### config.mk
export PLATFORM = sky130hd
export DESIGN_NAME = cpuTop
export DESIGN_NICKNAME = d
export VERILOG_FILES = /design/src/source/cpuPkg.sv /design/src/source/aluUnit.sv /design/src/source/controlLogic.sv /design/src/source/cpuTop.sv /design/src/source/dataPath.sv /design/src/source/mainMemory.sv /design/src/source/sequenceCounter.sv
export SDC_FILE = /design/constraint.sdc
export NUM_CORES = 2
export LEC_CHECK = 0
export BUFFER_PORTS_ARGS = -buffer_cell sky130_fd_sc_hd__buf_2
export CAP_MARGIN = 10
export CORE_MARGIN = 8
export CORE_UTILIZATION = 24
export CTS_CLUSTER_DIAMETER = 40
export DETAILED_ROUTE_END_ITERATION = 16
export GPL_TIMING_DRIVEN = 0
export PLACE_DENSITY = 0.44
export REMOVE_ABC_BUFFERS = 1
export SYNTH_ARGS = -nofsm -noshare
export SYNTH_HDL_FRONTEND = slang
export SYNTH_MEMORY_MAX_BITS = 65536
export SYNTH_SLANG_ARGS = --single-unit
### constraint.sdc
create_clock -name clk -period 14.25 [get_ports clk]
set_input_delay 1.425 -clock clk [delete_from_list [all_inputs] [get_ports clk]]
set_output_delay 1.425 -clock clk [all_outputs]
set_load 0.005 [all_outputs]
### src/source/cpuPkg.sv
`default_nettype none

package cpuPkg;

    localparam int dataWidth = 16;
    localparam int gprCount = 4;
    // one-hot width, codes above mvn2 are spare and decode like nop
    localparam int stateCount = 43;

    typedef enum logic [3:0] {
        opNop, opMov, opLdr, opStr, opCmp, opB, opBgt, opBlt,
        opBeq, opAdd, opSub, opMul, opLsr, opAnd, opOr, opMvn
    } opcode_t;

    // * marks the first execute state of a routine
    typedef enum logic [5:0] {
        fetch1 = 6'd0, fetch2, fetch3,
        nop1,                              // *
        mov1, altMov1, altMov2,            // * *
        ldr1, ldr2, ldr3,                  // *
        altLdr1, altLdr2, altLdr3,         // *
        str1, str2, str3, str4,            // *
        altStr1, altStr2, altStr3, altStr4, // *
        cmp1, b1, bgt1, blt1, beq1,        // all *
        add1, add2, sub1, sub2,
        mul1, mul2, lsr1, lsr2,
        and1, and2, or1, or2,
        mvn1, mvn2
    } cpuState_t;

    // system bus sources
    typedef enum logic [3:0] {
        busPc      = 4'd0,
        busDr      = 4'd1,
        busAr      = 4'd2,
        busAc      = 4'd3,
        busMem     = 4'd4,
        busTr      = 4'd5,
        busRop1    = 4'd6,
        busRop2    = 4'd7,
        busGprRead = 4'd8
    } busSrc_t;

    typedef enum logic [2:0] {
        aluAdd, aluSub, aluMul, aluLsr, aluAnd, aluOr, aluMvn
    } aluOp_t;

endpackage

`default_nettype wire

### src/source/aluUnit.sv
`default_nettype none

module aluUnit import cpuPkg::*; (
    input  logic [dataWidth-1:0] a,
    input  logic [dataWidth-1:0] b,
    input  aluOp_t               aluSel,
    output logic [dataWidth-1:0] result,
    output logic                 n,
    output logic                 z,
    output logic                 c,
    output logic                 v
);

    localparam int msb = dataWidth - 1;

    logic [dataWidth:0] sum;

    always_comb begin
        sum = '0;
        result = '0;
        c = 1'b0;
        v = 1'b0;
        case (aluSel)
            aluAdd: begin
                sum = {1'b0, a} + {1'b0, b};
                result = sum[msb:0];
                c = sum[dataWidth];
                v = (a[msb] == b[msb]) && (result[msb] != a[msb]);
            end
            // a + ~b + 1, carry out set means no borrow
            aluSub: begin
                sum = {1'b0, a} + {1'b0, ~b} + 1'b1;
                result = sum[msb:0];
                c = sum[dataWidth];
                v = (a[msb] != b[msb]) && (result[msb] != a[msb]);
            end
            // low half of the product
            aluMul: result = a * b;
            aluLsr: result = a >> b[3:0];
            aluAnd: result = a & b;
            aluOr:  result = a | b;
            aluMvn: result = ~b;
            default: result = '0;
        endcase
    end

    assign n = result[msb];
    assign z = (result == '0);

endmodule

`default_nettype wire

### src/source/controlLogic.sv
`default_nettype none

module controlLogic import cpuPkg::*; (
    input  logic [stateCount-1:0] cpuState,
    input  logic                  n,
    input  logic                  z,
    // carry is not consulted by any branch condition
    input  logic                  c,
    input  logic                  v,
    output logic                  rselLoad,
    output logic                  rop1Load,
    output logic                  rop2Load,
    output logic                  trLoad,
    output logic                  arLoad,
    output logic                  pcLoad,
    output logic                  drLoad,
    output logic                  acLoad,
    output logic                  irLoad,
    output logic                  gprLoad,
    output logic                  memLoad,
    output logic                  pcInc,
    output logic                  counterLd,
    output logic                  counterInc,
    output logic                  counterClr,
    output aluOp_t                aluSel,
    output busSrc_t               busSel
);

    // encoded copy of the one-hot state, handy in waveforms
    cpuState_t stateName;

    always_comb begin
        stateName = nop1;
        for (int i = 0; i < stateCount; i++) begin
            if (cpuState[i]) begin
                stateName = cpuState_t'(i[5:0]);
            end
        end
    end

    always_comb begin
        rselLoad   = 1'b0;
        rop1Load   = 1'b0;
        rop2Load   = 1'b0;
        trLoad     = 1'b0;
        arLoad     = 1'b0;
        pcLoad     = 1'b0;
        drLoad     = 1'b0;
        acLoad     = 1'b0;
        irLoad     = 1'b0;
        gprLoad    = 1'b0;
        memLoad    = 1'b0;
        pcInc      = 1'b0;
        counterLd  = 1'b0;
        counterInc = 1'b0;
        counterClr = 1'b0;
        busSel     = busPc;
        case (stateName)
            fetch1: begin
                arLoad = 1'b1;
                counterInc = 1'b1;
            end
            fetch2: begin
                busSel = busMem;
                drLoad = 1'b1;
                pcInc = 1'b1;
                counterInc = 1'b1;
            end
            // decode fields straight off the instruction word in DR
            fetch3: begin
                busSel = busDr;
                irLoad = 1'b1;
                rselLoad = 1'b1;
                rop1Load = 1'b1;
                rop2Load = 1'b1;
                counterLd = 1'b1;
            end
            mov1: begin
                busSel = busRop2;
                gprLoad = 1'b1;
                counterClr = 1'b1;
            end
            altMov1: begin
                busSel = busRop1;
                trLoad = 1'b1;
                counterInc = 1'b1;
            end
            altMov2: begin
                busSel = busTr;
                gprLoad = 1'b1;
                counterClr = 1'b1;
            end
            // address from immediate or from source register
            ldr1, str1: begin
                busSel = busRop2;
                arLoad = 1'b1;
                counterInc = 1'b1;
            end
            altLdr1, altStr1: begin
                busSel = busRop1;
                arLoad = 1'b1;
                counterInc = 1'b1;
            end
            ldr2, altLdr2: begin
                busSel = busMem;
                drLoad = 1'b1;
                counterInc = 1'b1;
            end
            ldr3, altLdr3: begin
                busSel = busDr;
                gprLoad = 1'b1;
                counterClr = 1'b1;
            end
            str2, altStr2: begin
                busSel = busGprRead;
                trLoad = 1'b1;
                counterInc = 1'b1;
            end
            str3, altStr3: begin
                busSel = busTr;
                drLoad = 1'b1;
                counterInc = 1'b1;
            end
            str4, altStr4: begin
                busSel = busDr;
                memLoad = 1'b1;
                counterClr = 1'b1;
            end
            // only the flags matter here
            cmp1: begin
                acLoad = 1'b1;
                counterClr = 1'b1;
            end
            b1, bgt1, blt1, beq1: begin
                busSel = busRop2;
                counterClr = 1'b1;
                case (stateName)
                    bgt1:    pcLoad = !z && (n == v);
                    blt1:    pcLoad = (n != v);
                    beq1:    pcLoad = z;
                    default: pcLoad = 1'b1;
                endcase
            end
            add1, sub1, mul1, lsr1, and1, or1, mvn1: begin
                acLoad = 1'b1;
                counterInc = 1'b1;
            end
            add2, sub2, mul2, lsr2, and2, or2, mvn2: begin
                busSel = busAc;
                gprLoad = 1'b1;
                counterClr = 1'b1;
            end
            // nop1 and spare codes go straight back to fetch1
            default: counterClr = 1'b1;
        endcase
    end

    always_comb begin
        case (stateName)
            sub1, cmp1: aluSel = aluSub;
            mul1:       aluSel = aluMul;
            lsr1:       aluSel = aluLsr;
            and1:       aluSel = aluAnd;
            or1:        aluSel = aluOr;
            mvn1:       aluSel = aluMvn;
            default:    aluSel = aluAdd;
        endcase
    end

endmodule

`default_nettype wire

### src/source/cpuTop.sv
`default_nettype none

module cpuTop import cpuPkg::*; #(
    parameter int memAddrWidth = 8
) (
    input  logic                    clk,
    input  logic                    rst,
    input  logic                    progWe,
    input  logic [memAddrWidth-1:0] progAddr,
    input  logic [dataWidth-1:0]    progData,
    output logic                    storeValid,
    output logic [memAddrWidth-1:0] storeAddr,
    output logic [dataWidth-1:0]    storeData
);

    logic [stateCount-1:0] cpuState;
    logic rselLoad, rop1Load, rop2Load, trLoad, arLoad, pcLoad;
    logic drLoad, acLoad, irLoad, gprLoad, memLoad, pcInc;
    logic counterLd, counterInc, counterClr;
    aluOp_t aluSel;
    busSrc_t busSel;
    opcode_t opcode;
    logic alt;
    logic n, z, c, v;
    logic aluN, aluZ, aluC, aluV;
    logic [dataWidth-1:0] aluA, aluB, aluResult, busData, memRdData;
    logic [memAddrWidth-1:0] arValue;

    sequenceCounter seq0 (
        .clk(clk), .rst(rst), .counterLd(counterLd), .counterInc(counterInc),
        .counterClr(counterClr), .opcode(opcode), .alt(alt), .cpuState(cpuState)
    );

    controlLogic ctrl0 (
        .cpuState(cpuState), .n(n), .z(z), .c(c), .v(v),
        .rselLoad(rselLoad), .rop1Load(rop1Load), .rop2Load(rop2Load), .trLoad(trLoad),
        .arLoad(arLoad), .pcLoad(pcLoad), .drLoad(drLoad), .acLoad(acLoad),
        .irLoad(irLoad), .gprLoad(gprLoad), .memLoad(memLoad), .pcInc(pcInc),
        .counterLd(counterLd), .counterInc(counterInc), .counterClr(counterClr),
        .aluSel(aluSel), .busSel(busSel)
    );

    dataPath #(.memAddrWidth(memAddrWidth)) path0 (
        .clk(clk), .rst(rst), .rselLoad(rselLoad), .rop1Load(rop1Load),
        .rop2Load(rop2Load), .trLoad(trLoad), .arLoad(arLoad), .pcLoad(pcLoad),
        .drLoad(drLoad), .acLoad(acLoad), .irLoad(irLoad), .gprLoad(gprLoad),
        .pcInc(pcInc), .busSel(busSel), .aluResult(aluResult), .aluN(aluN),
        .aluZ(aluZ), .aluC(aluC), .aluV(aluV), .memRdData(memRdData),
        .aluA(aluA), .aluB(aluB), .busData(busData), .arValue(arValue),
        .opcode(opcode), .alt(alt), .n(n), .z(z), .c(c), .v(v)
    );

    aluUnit alu0 (
        .a(aluA), .b(aluB), .aluSel(aluSel), .result(aluResult),
        .n(aluN), .z(aluZ), .c(aluC), .v(aluV)
    );

    mainMemory #(.memAddrWidth(memAddrWidth)) mem0 (
        .clk(clk), .addr(arValue), .wrData(busData), .wrEn(memLoad),
        .progWe(progWe), .progAddr(progAddr), .progData(progData), .rdData(memRdData)
    );

    // every memory write is a visible store
    assign storeValid = memLoad;
    assign storeAddr = arValue;
    assign storeData = busData;

endmodule

`default_nettype wire

### src/source/dataPath.sv
`default_nettype none

module dataPath import cpuPkg::*; #(
    parameter int memAddrWidth = 8
) (
    input  logic                    clk,
    input  logic                    rst,
    input  logic                    rselLoad,
    input  logic                    rop1Load,
    input  logic                    rop2Load,
    input  logic                    trLoad,
    input  logic                    arLoad,
    input  logic                    pcLoad,
    input  logic                    drLoad,
    input  logic                    acLoad,
    input  logic                    irLoad,
    input  logic                    gprLoad,
    input  logic                    pcInc,
    input  busSrc_t                 busSel,
    input  logic [dataWidth-1:0]    aluResult,
    input  logic                    aluN,
    input  logic                    aluZ,
    input  logic                    aluC,
    input  logic                    aluV,
    input  logic [dataWidth-1:0]    memRdData,
    output logic [dataWidth-1:0]    aluA,
    output logic [dataWidth-1:0]    aluB,
    output logic [dataWidth-1:0]    busData,
    output logic [memAddrWidth-1:0] arValue,
    output opcode_t                 opcode,
    output logic                    alt,
    output logic                    n,
    output logic                    z,
    output logic                    c,
    output logic                    v
);

    logic [dataWidth-1:0] pc, dr, tr, ac, ir, rop1, rop2;
    logic [memAddrWidth-1:0] ar;
    logic [$clog2(gprCount)-1:0] rsel;
    logic [dataWidth-1:0] gpr [gprCount];
    logic [dataWidth-1:0] decodeWord;

    // system bus
    always_comb begin
        busData = '0;
        case (busSel)
            busPc:      busData = pc;
            busDr:      busData = dr;
            busAr:      busData[memAddrWidth-1:0] = ar;
            busAc:      busData = ac;
            busMem:     busData = memRdData;
            busTr:      busData = tr;
            busRop1:    busData = rop1;
            busRop2:    busData = rop2;
            busGprRead: busData = gpr[rsel];
            default:    busData = '0;
        endcase
    end

    // opcode bypass so the counter can load its start state in fetch3
    assign decodeWord = irLoad ? busData : ir;
    assign opcode = opcode_t'(decodeWord[15:12]);
    assign alt = decodeWord[11];

    assign aluA = gpr[rsel];
    assign aluB = ir[11] ? rop1 : rop2;
    assign arValue = ar;

    always_ff @(posedge clk) begin
        if (rst) begin
            pc <= '0;
        end else if (pcLoad) begin
            pc <= busData;
        end else if (pcInc) begin
            pc <= pc + 1'b1;
        end
    end

    always_ff @(posedge clk) begin
        if (arLoad) ar <= busData[memAddrWidth-1:0];
        if (drLoad) dr <= busData;
        if (trLoad) tr <= busData;
        if (acLoad) ac <= aluResult;
        if (irLoad) ir <= busData;
        if (rselLoad) rsel <= busData[10:9];
        // source register value and zero-extended immediate
        if (rop1Load) rop1 <= gpr[busData[7:6]];
        if (rop2Load) rop2 <= dataWidth'(busData[7:0]);
    end

    always_ff @(posedge clk) begin
        if (rst) begin
            for (int i = 0; i < gprCount; i++) begin
                gpr[i] <= '0;
            end
        end else if (gprLoad) begin
            gpr[rsel] <= busData;
        end
    end

    // NZCV follow every AC load
    always_ff @(posedge clk) begin
        if (rst) begin
            {n, z, c, v} <= 4'b0000;
        end else if (acLoad) begin
            {n, z, c, v} <= {aluN, aluZ, aluC, aluV};
        end
    end

endmodule

`default_nettype wire

### src/source/mainMemory.sv
`default_nettype none

module mainMemory import cpuPkg::*; #(
    parameter int memAddrWidth = 8
) (
    input  logic                    clk,
    input  logic [memAddrWidth-1:0] addr,
    input  logic [dataWidth-1:0]    wrData,
    input  logic                    wrEn,
    input  logic                    progWe,
    input  logic [memAddrWidth-1:0] progAddr,
    input  logic [dataWidth-1:0]    progData,
    output logic [dataWidth-1:0]    rdData
);

    logic [dataWidth-1:0] mem [2**memAddrWidth];

    // program loading takes the write port first
    always_ff @(posedge clk) begin
        if (progWe) begin
            mem[progAddr] <= progData;
        end else if (wrEn) begin
            mem[addr] <= wrData;
        end
    end

    assign rdData = mem[addr];

endmodule

`default_nettype wire

### src/source/sequenceCounter.sv
`default_nettype none

module sequenceCounter import cpuPkg::*; (
    input  logic                  clk,
    input  logic                  rst,
    input  logic                  counterLd,
    input  logic                  counterInc,
    input  logic                  counterClr,
    input  opcode_t               opcode,
    input  logic                  alt,
    output logic [stateCount-1:0] cpuState
);

    cpuState_t stateIdx;
    cpuState_t startState;

    // first execute state of each instruction
    always_comb begin
        case (opcode)
            opNop:   startState = nop1;
            opMov:   startState = alt ? altMov1 : mov1;
            opLdr:   startState = alt ? altLdr1 : ldr1;
            opStr:   startState = alt ? altStr1 : str1;
            opCmp:   startState = cmp1;
            opB:     startState = b1;
            opBgt:   startState = bgt1;
            opBlt:   startState = blt1;
            opBeq:   startState = beq1;
            opAdd:   startState = add1;
            opSub:   startState = sub1;
            opMul:   startState = mul1;
            opLsr:   startState = lsr1;
            opAnd:   startState = and1;
            opOr:    startState = or1;
            opMvn:   startState = mvn1;
            default: startState = nop1;
        endcase
    end

    // clear wins over load, load over increment
    always_ff @(posedge clk) begin
        if (rst) begin
            stateIdx <= fetch1;
        end else if (counterClr) begin
            stateIdx <= fetch1;
        end else if (counterLd) begin
            stateIdx <= startState;
        end else if (counterInc) begin
            stateIdx <= cpuState_t'(stateIdx + 6'd1);
        end
    end

    always_comb begin
        cpuState = '0;
        cpuState[stateIdx] = 1'b1;
    end

endmodule

`default_nettype wire

==> results_dict.tcl <==
set metrics [dict create \
    postSynthCellCount 8333 \
    worstMarginPinSlew_ns 1.29 \
    clk_latency_ns 1.07 \
    cts_setup_buffers 0 \
    die_w_um 864 \
    num-fill-cells 69000 \
    worst_clock_skew_ns 0.0787 \
    timing.slew.headroom 0.136 \
    place_ws_ns 5.13 \
    nets 9251 \
    initial_core_util 0.241 \
    hold_ws_ns 0.512 \
    postPlaceCellArea_um2 195000 \
    clk_pin_slew_worst_paths_ns 0.06 \
    track_usage 0.135 \
    grt_overflow 0 \
    hold_viol_final 0 \
    intPower_mw 30.0 \
    cp.arrival_ns 10.06 \
    synth_compound_area_frac 0.0257 \
    pwr-share-comb 0.340 \
    synth-xor-area-share 0.00350 \
    crit_path_start "path0.ir[11]$_DFF_P_" \
    drc 0 \
    p_leak_nw 67.3 \
    place.gp.congestion 0.819 \
    dieArea_um2 746000 \
    cts_tree "done" \
    design_area_um2 216000 \
    grt_antenna_before_repair 46 \
    fin_cells 19100 \
    outcome "finished, final reports clean" \
    end_kind "flop" \
    clockBufferDepth 4 \
    max-vdd-ir-drop_v 0.000363 \
    rsz0062_at_grt "no" \
    fmax_mhz 110 \
    start_kind "flop" \
    powerDensity_nw_per_um2 210 \
    core_area_um2 717000 \
    worstReg2RegStart "path0.ir[11]$_DFF_P_" \
    required_ns 15.19 \
    grt_pass1_vias 91300 \
    synth_edf_count 4242 \
    post-dp-hpwl_mm 352 \
    synth-async-reset-ratio 0 \
    yosysSeqAreaShare 0.743 \
    drt_first_pass_iters 6 \
    hold_buffers 0 \
    avgRoutedWirePerCell_um 27.2 \
    setup.worst_path.end "path0.z$_SDFFE_PP0P_" \
    p_sw_frac 0.339 \
    grt_max_degree 55 \
    synth-simple-area-share 0.0257 \
    yosysWarnings 0 \
    initialDrtViolationCount 9085 \
    placed_cells_incl_taps 18000 \
    synthesis.area_um2 173000 \
    ant_nets 0 \
    drv_slew 0 \
    maxCapViolCount 0 \
    drive_gt1_frac 0.324 \
    finalCritPeriodShare 0.641 \
    setup_viol 0 \
    clock_power_share 0.338 \
    reg2reg_slack_ns 5.12 \
    synth_ff_type "edfxtp_1" \
    synthMuxAreaShare 0.170 \
    root_buffer "clkbuf_16" \
    wl_mm 520 \
    port-buffer-count 51 \
    rows 311 \
    vias_per_cell 4.62 \
    critPathKind "flop to flop" \
    pwr-share-seq 0.322 \
    final_cell_mix "edfxtp_1 (4242), mux4_2 (1184), clkbuf_16 (614)" \
    fin_tns_setup_ns 0 \
    reg2regPathDepth 23 \
    cts_max_level 6 \
    layout_commonest_cell "edfxtp_1" \
    io_pins 52 \
    grt_first_pass_wirelength_mm 728 \
    synthAdderAreaFrac 0.0166 \
    yosysUniqueCellTypes 85 \
    cts_buffers 602 \
    r2r_end "path0.z$_SDFFE_PP0P_" \
    cp_max_fo 22 \
    die_y_um 864 \
    switchingPower_mw 15.4 \
    cts_resized 0 \
    synth_area_per_cell_um2 20.7 \
    numClockSinks 4281 \
    synth_top_family_by_area "multiplexers" \
    holdCritPathClass "flop to flop" \
    fin_ws_ns 5.12 \
    vias 88300 \
    ys_ff_latch 4281 \
    post-route-min-period_ns 9.13 \
    area_growth_pct 25.0 \
]
synth_stat cells (6+ instances only):
cell type	instances	area, um2
and2_1	7	43.8
a21oi_1	169	846
xnor2_1	49	429
edfxtp_1	4242	127000
mux2i_1	248	2480
o21bai_1	11	82.6
xor2_1	20	175
nand2_1	305	1140
a22oi_1	21	158
nand2b_1	27	169
o22ai_1	33	206
inv_1	182	683
nor4_1	9	56.3
a211oi_1	56	420
ha_1	98	1230
a221oi_1	73	639
nor3_1	58	290
o211ai_1	11	82.6
buf_1	88	330
a221o_1	32	320
clkbuf_1	283	1060
nand3b_1	9	67.6
or3_1	9	56.3
or2_2	6	37.5
nor2_1	483	1810
buf_2	86	430
o21a_1	8	60.1
fa_1	82	1640
o21ai_0	116	581
nand4_1	15	93.8
mux2_2	15	169
a222oi_1	16	160
mux4_2	1184	26700
and3_1	14	87.6
o31ai_1	19	143
a21o_1	14	105
nand3_1	31	155
nor2b_1	36	225
a31oi_1	22	138
dfxtp_1	39	781
buf_4	15	113
clkinv_1	6	22.5
area by class of cell:
cell class / instances / area [um2] / area share
inverter: 193 / 737 / 0.00342
clock inverter: 427 / 5170 / 0.0240
clock buffer: 682 / 15600 / 0.0724
tap: 9546 / 11900 / 0.0554
multi-input combinational: 3385 / 42900 / 0.199
antenna: 20 / 50.0 / 0.000232
sequential: 4281 / 128000 / 0.594
timing repair buffer: 581 / 11000 / 0.0512
logic make-up after synthesis:
kind of cell	after synthesis
flip-flops	4281
buffers and inverters	667
AO/OA/AOI/OAI	655
AND/OR/NAND/NOR	1030
multiplexers	1451
XOR/XNOR	69
adder cells (fa/ha/maj)	180
through the flow:
stage | power (mW) | utilization
after global routing | 47.2 | 0.301
after detailed placement | 30.4 | 0.272
after CTS | 45.9 | 0.301
after global placement | 31.5 | 0.255
after floorplan | 27.4 | -
final | 45.4 | 0.301
state kept, by name, indices dropped and copies added (netlist names), named ones only:
| name | cells |
|---|---|
| path0.pc | 16 |
| path0.rsel | 1 |
| path0.v | 1 |
| path0.gpr | 64 |
| path0.ac | 16 |
| path0.ir | 13 |
| path0.n | 1 |
| seq0.stateIdx | 6 |
| path0.arValue | 8 |
| mem0.mem | 4096 |
| path0.z | 1 |
| path0.dr | 16 |
| path0.tr | 16 |
| path0.rop1 | 16 |
critical path, stage by stage (launching register included):
cell      delay, ns
dfxtp_1        1.04
mux2i_4        0.91
clkinv_1       0.92
nand2_1        0.31
fa_1           0.48
fa_1           0.44
inv_1          0.07
ha_1           0.15
fa_1           0.41
inv_1          0.09
fa_1           0.39
inv_1          0.09
fa_1           0.42
ha_1           0.33
o21a_1         0.15
a21boi_0       0.33
a21oi_1        0.13
o21ba_2        0.22
o21ai_0        0.52
xor2_1         0.25
a221oi_1       0.33
o21ai_0        0.22
or4_1          0.59
o31ai_2        0.20
worst min-delay path by stage:
stage / end / from / depth (start not counted) / slack [ns]
6_report: path0.v$_SDFFE_PP0P_ / path0.v$_SDFFE_PP0P_ / 2 / 0.51
5_1_grt: path0.pc[8]$_SDFFE_PP0P_ / path0.pc[8]$_SDFFE_PP0P_ / 2 / 0.54
4_1_cts: path0.pc[8]$_SDFFE_PP0P_ / path0.pc[8]$_SDFFE_PP0P_ / 2 / 0.51
3_5_place_dp: path0.pc[14]$_SDFFE_PP0P_ / path0.pc[14]$_SDFFE_PP0P_ / 2 / 0.50
3_3_place_gp: path0.pc[14]$_SDFFE_PP0P_ / path0.pc[14]$_SDFFE_PP0P_ / 2 / 0.48
2_1_floorplan: path0.pc[15]$_SDFFE_PP0P_ / path0.pc[15]$_SDFFE_PP0P_ / 2 / 0.46
metal layers:
layer,wire (um),global-route usage,part of all wire,vias up
met5,85,0,0.00016,-
met4,14600,0.0385,0.028,12
met3,32300,0.0223,0.062,768
met2,245000,0.217,0.47,3073
met1,228000,0.188,0.44,48200
li1,-,-,-,36300
power by group through the flow:
stage | Clock (mW) | Combinational [mW] | Sequential, mW
4_1_cts | 15.7 | 15.6 | 14.6
3_5_place_dp | 0 | 15.6 | 14.9
6_report | 15.4 | 15.4 | 14.6
2_1_floorplan | 0 | 11.8 | 15.6
5_1_grt | 16.2 | 16.4 | 14.6
3_3_place_gp | 0 | 15.3 | 16.3
Note: power is estimated with default switching activity, not from simulation.
